## config.mk

```make
export PLATFORM = sky130hd
export DESIGN_NAME = rsa_top
export DESIGN_NICKNAME = d
export VERILOG_FILES = /design/src/rtl/rsa_pkg.sv /design/src/rtl/pe_mac.sv /design/src/rtl/pe_array.sv /design/src/rtl/m_col_buffer.sv /design/src/rtl/drain_adder.sv /design/src/rtl/rsa_top.sv
export SDC_FILE = /design/constraint.sdc
export NUM_CORES = 2
export LEC_CHECK = 0
export BUFFER_PORTS_ARGS = -buffer_cell sky130_fd_sc_hd__buf_2
export CAP_MARGIN = 20
export CORE_ASPECT_RATIO = 1.4
export CORE_MARGIN = 4
export CORE_UTILIZATION = 46
export DETAILED_ROUTE_END_ITERATION = 7
export PLACE_DENSITY = 0.68
export SKIP_LAST_GASP = 1
export SLEW_MARGIN = 10
export SYNTH_ARGS = -nofsm -noshare
export SYNTH_HDL_FRONTEND = slang
export SYNTH_SLANG_ARGS = --single-unit
```

## constraint.sdc

```tcl
create_clock -name clk -period 7.2 [get_ports clk]
set_clock_uncertainty 0.2 [all_clocks]
set_input_delay 1.44 -clock clk [delete_from_list [all_inputs] [get_ports clk]]
set_output_delay 1.44 -clock clk [all_outputs]
set_load 0.01 [all_outputs]
```

## src/rtl/rsa_pkg.sv

```systemverilog
package rsa_pkg;

    // word width of matrix elements, accumulators and sums
    parameter int RSA_DW = 16;

    // all arithmetic wraps at RSA_DW bits
    typedef logic [RSA_DW-1:0] data_t;

    // output adder mode, sampled with i_cal_done
    typedef enum logic [1:0] {
        MODE_PASS = 2'd0,   // C = A*B
        MODE_ADD  = 2'd1,   // C = A*B + M
        MODE_SUB  = 2'd2    // C = M - A*B, covariance style update
    } add_mode_t;

    // drain sequencer
    typedef enum logic [1:0] {
        ST_IDLE   = 2'd0,
        ST_SETTLE = 2'd1,   // last step still travelling through the grid
        ST_DRAIN  = 2'd2    // accumulators shifting west, one column per cycle
    } drain_state_t;

endpackage

```

## src/rtl/pe_mac.sv

```systemverilog
module pe_mac import rsa_pkg::*; (
    input  logic  clk,
    input  logic  i_rst_n,
    input  logic  i_clear,     // start of a new product
    input  logic  i_val,
    input  data_t i_west,      // A operand from the west
    input  data_t i_south,     // B operand from the south
    input  logic  i_shift,     // drain strobe
    input  data_t i_east_acc,  // east neighbour's accumulator
    output logic  o_val,
    output data_t o_east,
    output data_t o_north,
    output data_t o_acc
);

    data_t acc;
    data_t west_q;
    data_t south_q;
    logic  val_q;
    data_t prod;

    // low half of the product only
    assign prod = data_t'(i_west * i_south);

    always_ff @(posedge clk or negedge i_rst_n) begin
        if (!i_rst_n) begin
            acc   <= '0;
            val_q <= 1'b0;
        end else begin
            val_q <= i_val;
            if (i_clear) begin
                acc <= '0;
            end else if (i_shift) begin
                acc <= i_east_acc;          // move one column west
            end else if (i_val) begin
                acc <= acc + prod;
            end
        end
    end

    // operands hop one PE per cycle
    always_ff @(posedge clk) begin
        west_q  <= i_west;
        south_q <= i_south;
    end

    assign o_val   = val_q;
    assign o_east  = west_q;
    assign o_north = south_q;
    assign o_acc   = acc;

    // the drain may only start once the last step has left every PE
    a_no_mac_during_drain: assert property (
        @(posedge clk) disable iff (!i_rst_n) !(i_val && i_shift)
    ) else $error("pe_mac: accumulate and drain shift in the same cycle");

endmodule

```

## src/rtl/pe_array.sv

```systemverilog
module pe_array import rsa_pkg::*; #(
    parameter int X = 3,
    parameter int Y = 3
) (
    input  logic          clk,
    input  logic          i_rst_n,
    input  logic          i_start,
    input  logic          i_ab_val,
    input  data_t [X-1:0] i_a_col,
    input  data_t [Y-1:0] i_b_row,
    input  logic          i_shift,
    output data_t [X-1:0] o_drain_col
);

    data_t [X-1:0] a_skew;   // west edge operands, row i delayed i+1 cycles
    logic  [X-1:0] v_skew;
    data_t [Y-1:0] b_skew;   // south edge operands, column j delayed j+1 cycles

    // grid nets, indexed by the PE that drives them
    data_t east_w  [X][Y];
    data_t north_w [X][Y];
    logic  val_w   [X][Y];
    data_t acc_w   [X][Y];

    // row staircase, valid rides along with A
    for (genvar i = 0; i < X; i++) begin : g_a_skew
        localparam int DEPTH = i + 1;
        localparam int AW    = DEPTH * RSA_DW;
        data_t [DEPTH-1:0] a_pipe;
        logic  [DEPTH-1:0] v_pipe;

        always_ff @(posedge clk or negedge i_rst_n) begin
            if (!i_rst_n) begin
                v_pipe <= '0;
            end else begin
                v_pipe <= DEPTH'({v_pipe, i_ab_val});
            end
        end

        always_ff @(posedge clk) begin
            a_pipe <= AW'({a_pipe, i_a_col[i]});
        end

        assign a_skew[i] = a_pipe[DEPTH-1];
        assign v_skew[i] = v_pipe[DEPTH-1];
    end

    // column staircase for B
    for (genvar j = 0; j < Y; j++) begin : g_b_skew
        localparam int DEPTH = j + 1;
        localparam int BW    = DEPTH * RSA_DW;
        data_t [DEPTH-1:0] b_pipe;

        always_ff @(posedge clk) begin
            b_pipe <= BW'({b_pipe, i_b_row[j]});
        end

        assign b_skew[j] = b_pipe[DEPTH-1];
    end

    for (genvar i = 0; i < X; i++) begin : g_row
        for (genvar j = 0; j < Y; j++) begin : g_col
            data_t west_in;
            logic  val_in;
            data_t south_in;
            data_t east_acc;

            if (j == 0) begin : g_west_edge
                assign west_in = a_skew[i];
                assign val_in  = v_skew[i];
            end else begin : g_west_pe
                assign west_in = east_w[i][j-1];
                assign val_in  = val_w[i][j-1];
            end

            if (i == 0) begin : g_south_edge
                assign south_in = b_skew[j];
            end else begin : g_south_pe
                assign south_in = north_w[i-1][j];
            end

            if (j == Y - 1) begin : g_east_edge
                assign east_acc = '0;       // zero fills in from the east
            end else begin : g_east_pe
                assign east_acc = acc_w[i][j+1];
            end

            pe_mac u_pe (
                .clk        (clk),
                .i_rst_n    (i_rst_n),
                .i_clear    (i_start),
                .i_val      (val_in),
                .i_west     (west_in),
                .i_south    (south_in),
                .i_shift    (i_shift),
                .i_east_acc (east_acc),
                .o_val      (val_w[i][j]),
                .o_east     (east_w[i][j]),
                .o_north    (north_w[i][j]),
                .o_acc      (acc_w[i][j])
            );
        end

        assign o_drain_col[i] = acc_w[i][0];
    end

endmodule

```

## src/rtl/m_col_buffer.sv

```systemverilog
module m_col_buffer import rsa_pkg::*; #(
    parameter int X = 3,
    parameter int Y = 3
) (
    input  logic          clk,
    input  logic          i_rst_n,
    input  logic          i_start,
    input  logic          i_m_wr,
    input  data_t [X-1:0] i_m_col,
    input  logic          i_m_rd,
    output data_t [X-1:0] o_m_col
);

    localparam int WPW = $clog2(Y + 1);   // write pointer also counts "full"
    localparam int RPW = $clog2(Y);

    data_t [X-1:0]  mem [Y];
    logic [WPW-1:0] wr_ptr;
    logic [RPW-1:0] rd_ptr;

    always_ff @(posedge clk or negedge i_rst_n) begin
        if (!i_rst_n) begin
            wr_ptr <= '0;
            rd_ptr <= '0;
        end else if (i_start) begin
            wr_ptr <= '0;
            rd_ptr <= '0;
        end else begin
            if (i_m_wr) begin
                wr_ptr <= wr_ptr + 1'b1;
            end
            if (i_m_rd) begin
                // wraps after the last column of a drain
                rd_ptr <= (rd_ptr == RPW'(Y - 1)) ? '0 : rd_ptr + 1'b1;
            end
        end
    end

    always_ff @(posedge clk) begin
        if (i_m_wr) begin
            mem[wr_ptr[RPW-1:0]] <= i_m_col;
        end
    end

    assign o_m_col = mem[rd_ptr];   // combinational read

    a_no_overfill: assert property (
        @(posedge clk) disable iff (!i_rst_n) i_m_wr |-> (wr_ptr < WPW'(Y))
    ) else $error("m_col_buffer: M column written with all %0d columns stored", Y);

endmodule

```

## src/rtl/drain_adder.sv

```systemverilog
module drain_adder import rsa_pkg::*; #(
    parameter int X = 3,
    parameter int Y = 3
) (
    input  logic          clk,
    input  logic          i_rst_n,
    input  logic          i_cal_done,
    input  add_mode_t     i_mode,
    input  data_t [X-1:0] i_drain_col,
    input  data_t [X-1:0] i_m_col,
    output logic          o_shift,
    output logic          o_m_rd,
    output logic          o_busy,
    output logic          o_c_val,
    output data_t [X-1:0] o_c_col
);

    localparam int CW = $clog2(X + Y);

    drain_state_t  state;
    add_mode_t     mode_q;
    logic [CW-1:0] cnt;
    logic          drain;
    logic          c_val_q;
    data_t [X-1:0] sum;
    data_t [X-1:0] c_col_q;

    assign drain = (state == ST_DRAIN);

    always_ff @(posedge clk or negedge i_rst_n) begin
        if (!i_rst_n) begin
            state   <= ST_IDLE;
            mode_q  <= MODE_PASS;
            cnt     <= '0;
            c_val_q <= 1'b0;
        end else begin
            c_val_q <= drain;   // sums appear one cycle behind the shift
            case (state)
                ST_IDLE: begin
                    if (i_cal_done) begin
                        state  <= ST_SETTLE;
                        mode_q <= i_mode;
                        cnt    <= CW'(X + Y - 1);   // wait for the far corner PE
                    end
                end
                ST_SETTLE: begin
                    if (cnt == '0) begin
                        state <= ST_DRAIN;
                        cnt   <= CW'(Y - 1);
                    end else begin
                        cnt <= cnt - 1'b1;
                    end
                end
                ST_DRAIN: begin
                    if (cnt == '0) begin
                        state <= ST_IDLE;
                    end else begin
                        cnt <= cnt - 1'b1;
                    end
                end
                default: state <= ST_IDLE;
            endcase
        end
    end

    // per row combine with M
    always_comb begin
        for (int r = 0; r < X; r++) begin
            case (mode_q)
                MODE_ADD: sum[r] = i_drain_col[r] + i_m_col[r];
                MODE_SUB: sum[r] = i_m_col[r] - i_drain_col[r];
                default:  sum[r] = i_drain_col[r];
            endcase
        end
    end

    always_ff @(posedge clk) begin
        if (drain) begin
            c_col_q <= sum;
        end
    end

    assign o_shift = drain;
    assign o_m_rd  = drain;
    assign o_c_val = c_val_q;
    assign o_c_col = c_col_q;
    // held through the last output column
    assign o_busy  = (state != ST_IDLE) || c_val_q;

    a_cal_done_idle: assert property (
        @(posedge clk) disable iff (!i_rst_n) i_cal_done |-> (state == ST_IDLE)
    ) else $error("drain_adder: i_cal_done while a product is still draining");

endmodule

```

## src/rtl/rsa_top.sv

```systemverilog
module rsa_top import rsa_pkg::*; #(
    parameter int X = 3,
    parameter int Y = 3
) (
    input  logic          clk,
    input  logic          i_rst_n,
    input  logic          i_start,
    input  logic          i_ab_val,
    input  data_t [X-1:0] i_a_col,    // A[i][k], one column per step
    input  data_t [Y-1:0] i_b_row,    // B[k][j], one row per step
    input  logic          i_cal_done,
    input  add_mode_t     i_mode,
    input  logic          i_m_wr,
    input  data_t [X-1:0] i_m_col,
    output logic          o_busy,
    output logic          o_c_val,
    output data_t [X-1:0] o_c_col
);

    data_t [X-1:0] drain_col;
    data_t [X-1:0] m_col_rd;
    logic          shift;
    logic          m_rd;

    pe_array #(
        .X (X),
        .Y (Y)
    ) u_array (
        .clk         (clk),
        .i_rst_n     (i_rst_n),
        .i_start     (i_start),
        .i_ab_val    (i_ab_val),
        .i_a_col     (i_a_col),
        .i_b_row     (i_b_row),
        .i_shift     (shift),
        .o_drain_col (drain_col)
    );

    m_col_buffer #(
        .X (X),
        .Y (Y)
    ) u_mbuf (
        .clk     (clk),
        .i_rst_n (i_rst_n),
        .i_start (i_start),
        .i_m_wr  (i_m_wr),
        .i_m_col (i_m_col),
        .i_m_rd  (m_rd),
        .o_m_col (m_col_rd)
    );

    drain_adder #(
        .X (X),
        .Y (Y)
    ) u_drain (
        .clk         (clk),
        .i_rst_n     (i_rst_n),
        .i_cal_done  (i_cal_done),
        .i_mode      (i_mode),
        .i_drain_col (drain_col),
        .i_m_col     (m_col_rd),
        .o_shift     (shift),
        .o_m_rd      (m_rd),
        .o_busy      (o_busy),
        .o_c_val     (o_c_val),
        .o_c_col     (o_c_col)
    );

endmodule

```

Word-level counts from Yosys, hierarchy flattened:

Memories as Yosys holds them, arrays and structs flattened.
Index checks and enable logic that the tools add are counted.

* flip-flop bits (word level): 600
* RAM bits: 144
* input bits: 152
* logic and storage cells: 152
* memories: 1

* add/subtract/negate cells: 18
* $mul: 9
* equal/unequal tests: 9
* multiplexer cells: 45
* reductions and logical operators: 19

Memory list
* u_mbuf.mem: words 3, width 48, read ports 1, clocked after Yosys merged registers in 0, write ports 1, line m_col_buffer.sv:17 `data_t [X-1:0] mem [Y];`

Operators by type and width (count)
* two-way mux 16 bit: 27
* adder 16 bit: 12
* multiplier 16 x 16 -> 16 bit: 9
* one-hot mux 16 bit (2 select lines): 3
* subtractor 16 bit: 3
* nonzero test 3 bit: 10
* two-way mux 2 bit: 8
* two-way mux 3 bit: 3
* one-hot mux 3 bit (3 select lines): 1
* equality test 2 bit, second input constant: 3
* inequality test 2 bit, second input constant: 3
* one-hot mux 2 bit (3 select lines): 1
* AND reduction 3 bit: 2
* nonzero test 2 bit: 3
* adder 2 x 1 -> 2 bit, second input constant: 2
* equality test 2 x 1 -> 1 bit, second input constant: 2
* zero test 3 bit: 1
* subtractor 3 x 1 -> 3 bit, second input constant: 1
* zero test 2 bit: 1
* two-way mux 1 bit: 2
* inequality test 2 x 1 -> 1 bit, second input constant: 1
* AND reduction 2 bit: 1
* logical OR 1 bit: 1

Longest topological paths before layout:

* depth in word-level cells: 5
* gate-level depth with buffers: 23
* depth with buffers taken out: 22

Hierarchy:

From an unflattened synthesis, not the netlist that was laid out.

* cell total of the unflattened synthesis: 7038
* area, all modules: 68348.1 um^2

Modules (own cells, without submodules)
* pe_mac at u_array.g_row[0].g_col[2].u_pe ...: instances 6, cells each 655, area an instance 5931.9 um^2, sequential area each 1066.0 um^2
* pe_mac at u_array.g_row[0].g_col[1].u_pe: instances 1, cells each 655, area an instance 5945.7 um^2, sequential area each 1066.0 um^2
* pe_mac at u_array.g_row[2].g_col[2].u_pe: instances 1, cells each 655, area an instance 5928.2 um^2, sequential area each 1066.0 um^2
* pe_mac at u_array.g_row[0].g_col[0].u_pe: instances 1, cells each 654, area an instance 5925.7 um^2, sequential area each 1066.0 um^2
* m_col_buffer: instances 1, cells each 327, area an instance 5546.6 um^2, sequential area each 4424.2 um^2
* drain_adder: instances 1, cells each 621, area an instance 5487.8 um^2, sequential area each 1641.6 um^2
* pe_array: instances 1, cells each 196, area an instance 3922.5 um^2, sequential area each 3918.8 um^2

Least setup slack after synthesis:

Ideal clock, no wire load.

* path kind: flip-flop to flip-flop
* start: reg u_array.g_b_skew[2].b_pipe (netlist bit u_array.g_row[0].g_col[2].south_in[4])
* end: reg u_array.g_row[0].g_col[2].u_pe.acc[14]
* arrival: 5259 ps
* setup slack: 1603 ps
* cell stages (with the launch flop): 20
* path buffers: 1
* clock period less this slack: 5597 ps
* cell sequence: dfxtp_1 -> clkbuf_1 -> and2_1 -> fa_1 -> inv_1 -> fa_1 -> fa_1 -> fa_1 -> inv_1 -> fa_1 -> inv_1 -> fa_1 -> inv_1 -> ha_1 -> and3_1 -> a2111oi_0 -> o21bai_1 -> a21oi_1 -> or4_1 -> o311ai_1

* longest elaborated chain between the ends: 5

Ends and longest elaborated chain
* from (decl): line pe_array.sv:52 `data_t [DEPTH-1:0] b_pipe;`
* from (signal assigned): line pe_array.sv:55 `b_pipe <= BW'({b_pipe, i_b_row[j]});`
* multiplier 16 x 16 -> 16 bit: line pe_mac.sv:23 `assign prod = data_t'(i_west * i_south);`
* adder 16 bit: line pe_mac.sv:36 `acc <= acc + prod;`
* two-way mux 16 bit: line pe_mac.sv:35 `end else if (i_val) begin`
* two-way mux 16 bit: line pe_mac.sv:33 `end else if (i_shift) begin`
* two-way mux 16 bit: line pe_mac.sv:31 `if (i_clear) begin`
* to (signal assigned): line pe_mac.sv:34 `acc <= i_east_acc;`
* to (signal assigned): line pe_mac.sv:36
* to (decl): line pe_mac.sv:16 `data_t acc;`

No other way between the ends. The select of a mux whose other input is x is not followed.
A chain may end at the register's enable or synchronous reset.

Worst setup path in the final report:

* start: reg u_array.g_b_skew[2].b_pipe (netlist bit u_array.g_row[0].g_col[2].south_in[1])
* end: reg u_array.g_row[0].g_col[2].u_pe.acc[14]

Same word-level chain as after synthesis.

==> results.json <==
{
  "relSlewSlack_pct": 29.4,
  "cp_slowest_cell": "a2111oi_0",
  "cts_tree": "yes",
  "fin_crit_sh_pct": 85.8,
  "critPathLaunch": "u_array.g_row[0].g_col[2].south_in[1]$_DFF_P_",
  "die_h_um": 451,
  "nets": 8350,
  "holdCritPathClass": "reg2reg",
  "antenna_found_initial": 6,
  "postSynthCellCount": 6737,
  "multi_input_area_um2": 40700,
  "avgSynthCellArea_um2": 9.59,
  "ys_types": 69,
  "required_ns": 7.53,
  "p_leak_nw": 33.3,
  "dr.pass1.iters": 6,
  "tightest_slew_ns": 1.06,
  "critPathCaptureType": "register",
  "core_area_um2": 139000,
  "rrSetupSlack_ns": 1.02,
  "final-seq-area_um2": 17500,
  "crit_end": "u_array.g_row[0].g_col[2].u_pe.o_acc[14]$_DFFE_PN0P_",
  "drc": 0,
  "period_minus_slack_ns": 6.18,
  "dieArea_um2": 147000,
  "holdBufCountCts": 0,
  "place.gp.congestion": 0.944,
  "clkLatencyLatePin_ns": 0.70,
  "grt_util_all_layers_pct": 24.7,
  "path_cells": "and2_1, fa_1, inv_1, fa_1, fa_1, fa_1, inv_1, fa_1, inv_1, fa_1, inv_1, ha_1, and3_1, a2111oi_0, o21bai_1, a21oi_1, or4_1, o311ai_1",
  "max_freq_mhz": 162,
  "ctsResizeCount": 0,
  "worstPathMaxFanout": 16,
  "arrival_ns": 6.51,
  "cts-root-buf": "clkbuf_16",
  "syn_nets": 8265,
  "drt-wirelength-per-cell_um": 20.4,
  "reg2reg_from": "u_array.g_row[0].g_col[2].south_in[1]$_DFF_P_",
  "synth_seq_cells": 737,
  "cts_setup_buffers": 0,
  "io-pin-count": 202,
  "crit_type": "reg2reg",
  "syn_to_final_growth_pct": 8.53,
  "ys_warn_count": 0,
  "synth_flop_cell": "dfxtp_1",
  "critical_path_buf_inv_count": 4,
  "r2r_cells": 18,
  "fillers": 12739,
  "postRouteAntennaNets": 0,
  "hpwl_um": 139000,
  "synth_area_um2": 64600,
  "critPathLaunchType": "register",
  "num_rows": 162,
  "p_per_area_nw_per_um2": 506,
  "numCtsBuffers": 82,
  "clk_path_buf_depth": 3,
  "vias": 45755,
  "initial_core_util_pct": 46.3,
  "maxCapViolations": 0,
  "grt_pass1_wl_um": 280000,
  "worst_r2r_endpoint": "u_array.g_row[0].g_col[2].u_pe.o_acc[14]$_DFFE_PN0P_",
  "hold_viol_final": 0,
  "die_x_um": 325,
  "synth_edf_count": 192,
  "drv_slew": 0,
  "rsz0062_at_grt": "no",
  "finalSetupViolations": 0,
  "final_cell_mix": "inv_1 (1472), nand2_1 (885), fa_1 (849)",
  "clkTransAtPathRegs_ns": 0.07,
  "status": "completed",
  "finalSetupTns_ns": 0,
  "layout_commonest_cell": "inv_1",
  "grt_max_degree": 68,
  "irDropWorstVdd_v": 0.000388,
  "cpLargestDelayFamily": "adder cells",
  "cp_num_cells": 18,
  "drt_iter0_markers": 2711,
  "viasPerCell": 5.26,
  "ys_seq_area_share_pct": 27.1,
  "htreeDepth": 3,
  "grt_pass1_vias": 49719,
  "portBuffers": 201,
  "wirelength_um": 178000,
  "fin_util_pct": 50.3,
  "drive_gt1_share_pct": 6.29,
  "cp_common_cell": "fa_1",
  "clkSinkCount": 737,
  "overflow": 0,
  "async_flop_share_pct": 21.8,
  "hold_ws_ns": 0.115,
  "max_stage_delay_ns": 0.69
}
==> synth_stat cells, drive strengths merged, types with 20 or more instances <==
cell	instances	area, µm²
inv	1472	5530
nand2	885	3320
fa	849	17000
ha	527	6590
and2	493	3080
dfxtp	384	7690
xnor2	345	3020
clkbuf	220	826
nor2	219	822
edfxtp	192	5770
a21oi	179	915
dfrtp	161	4030
o21ai	147	736
mux2i	100	1000
xor2	89	780
a211oi	75	573
nor3	50	255
nand3	29	145
a221oi	28	245
o21a	23	173
a21o	22	165
or3	21	131
nand2b	20	125
==> per-stage QoR <==
step | instances | setup WS (ns) | power, W | instance area, µm²
4_1_cts | 8690 | 1.03 | 0.0357 | 70100
6_report | 8693 | 1.02 | 0.0355 | 70100
2_1_floorplan | 6737 | 1.60 | 0.0251 | 64600
5_1_grt | 8692 | 0.790 | 0.0392 | 70100
3_3_place_gp | 8541 | 1.01 | 0.0305 | 67300
3_5_place_dp | 8541 | 1.06 | 0.0310 | 67300
==> power by group <==
group | leakage (nW) | total (W) | internal [W] | switching [W]
sequential | 7.13 | 0.00577 | 0.00501 | 0.000756
combinational | 24.8 | 0.0253 | 0.0112 | 0.0141
clock | 1.37 | 0.00439 | 0.00247 | 0.00192
==> cells by family after synthesis <==
logic type / Yosys count / synth area share, %
multiplexers: 108 / 1.69
buffers and inverters: 1712 / 9.95
AND/OR/NAND/NOR: 1783 / 12.9
flip-flops: 737 / 27.1
XOR/XNOR: 435 / 5.92
AO/OA/AOI/OAI: 586 / 5.93
adder cells (fa/ha/maj): 1376 / 36.5
==> flip-flops by register name, summed over array words and instances, names as in the netlist, 3 cells and up <==
name and cells:
u_array.g_row.g_col.u_pe.o_acc 144, u_mbuf.mem 144, u_array.g_row.g_col.u_pe.o_east 96, u_array.g_row.g_col.u_pe.o_north 96, u_array.g_a_skew.a_pipe 64, u_array.g_b_skew.b_pipe 64
u_drain.o_c_col 48, u_array.g_row.g_col.south_in 32, u_array.g_row.g_col.west_in 32, u_array.g_a_skew.v_pipe 3, u_drain.cnt 3
==> how the worst min path moves through the flow <==
stage / to / depth (start not counted) / from
floorplan: u_array.g_a_skew[2].a_pipe[16]$_DFF_P_ / 0 / u_array.g_a_skew[2].a_pipe[0]$_DFF_P_
global placement: u_array.g_row[0].g_col[1].south_in[13]$_DFF_P_ / 0 / u_array.g_b_skew[1].b_pipe[13]$_DFF_P_
detailed placement: u_array.g_a_skew[2].a_pipe[26]$_DFF_P_ / 0 / u_array.g_a_skew[2].a_pipe[10]$_DFF_P_
CTS: u_array.g_row[0].g_col[1].south_in[7]$_DFF_P_ / 0 / u_array.g_b_skew[1].b_pipe[7]$_DFF_P_
global route: u_array.g_row[0].g_col[1].south_in[8]$_DFF_P_ / 0 / u_array.g_b_skew[1].b_pipe[8]$_DFF_P_
finish: u_array.g_row[0].g_col[1].south_in[8]$_DFF_P_ / 0 / u_array.g_b_skew[1].b_pipe[8]$_DFF_P_
==> layer usage <==
metal	track usage, %	part of all wire [%]	vias up
li1	-	-	20691
met5	0	0	-
met1	27.6	36	22930
met2	44.0	50	1602
met4	15.9	7.6	0
met3	3.96	6.5	532
==> cell type report <==
class | count | area share (%)
multi-input cells | 4288 | 58.1
flip-flops and latches | 737 | 25.0
inverters | 1474 | 7.89
clock buffers | 100 | 3.23
well taps | 1804 | 3.22
repair buffers | 239 | 1.89
clock inverters | 49 | 0.741
diodes | 2 | 0.00714
No activity file was read; power rests on OpenSTA's default activity.
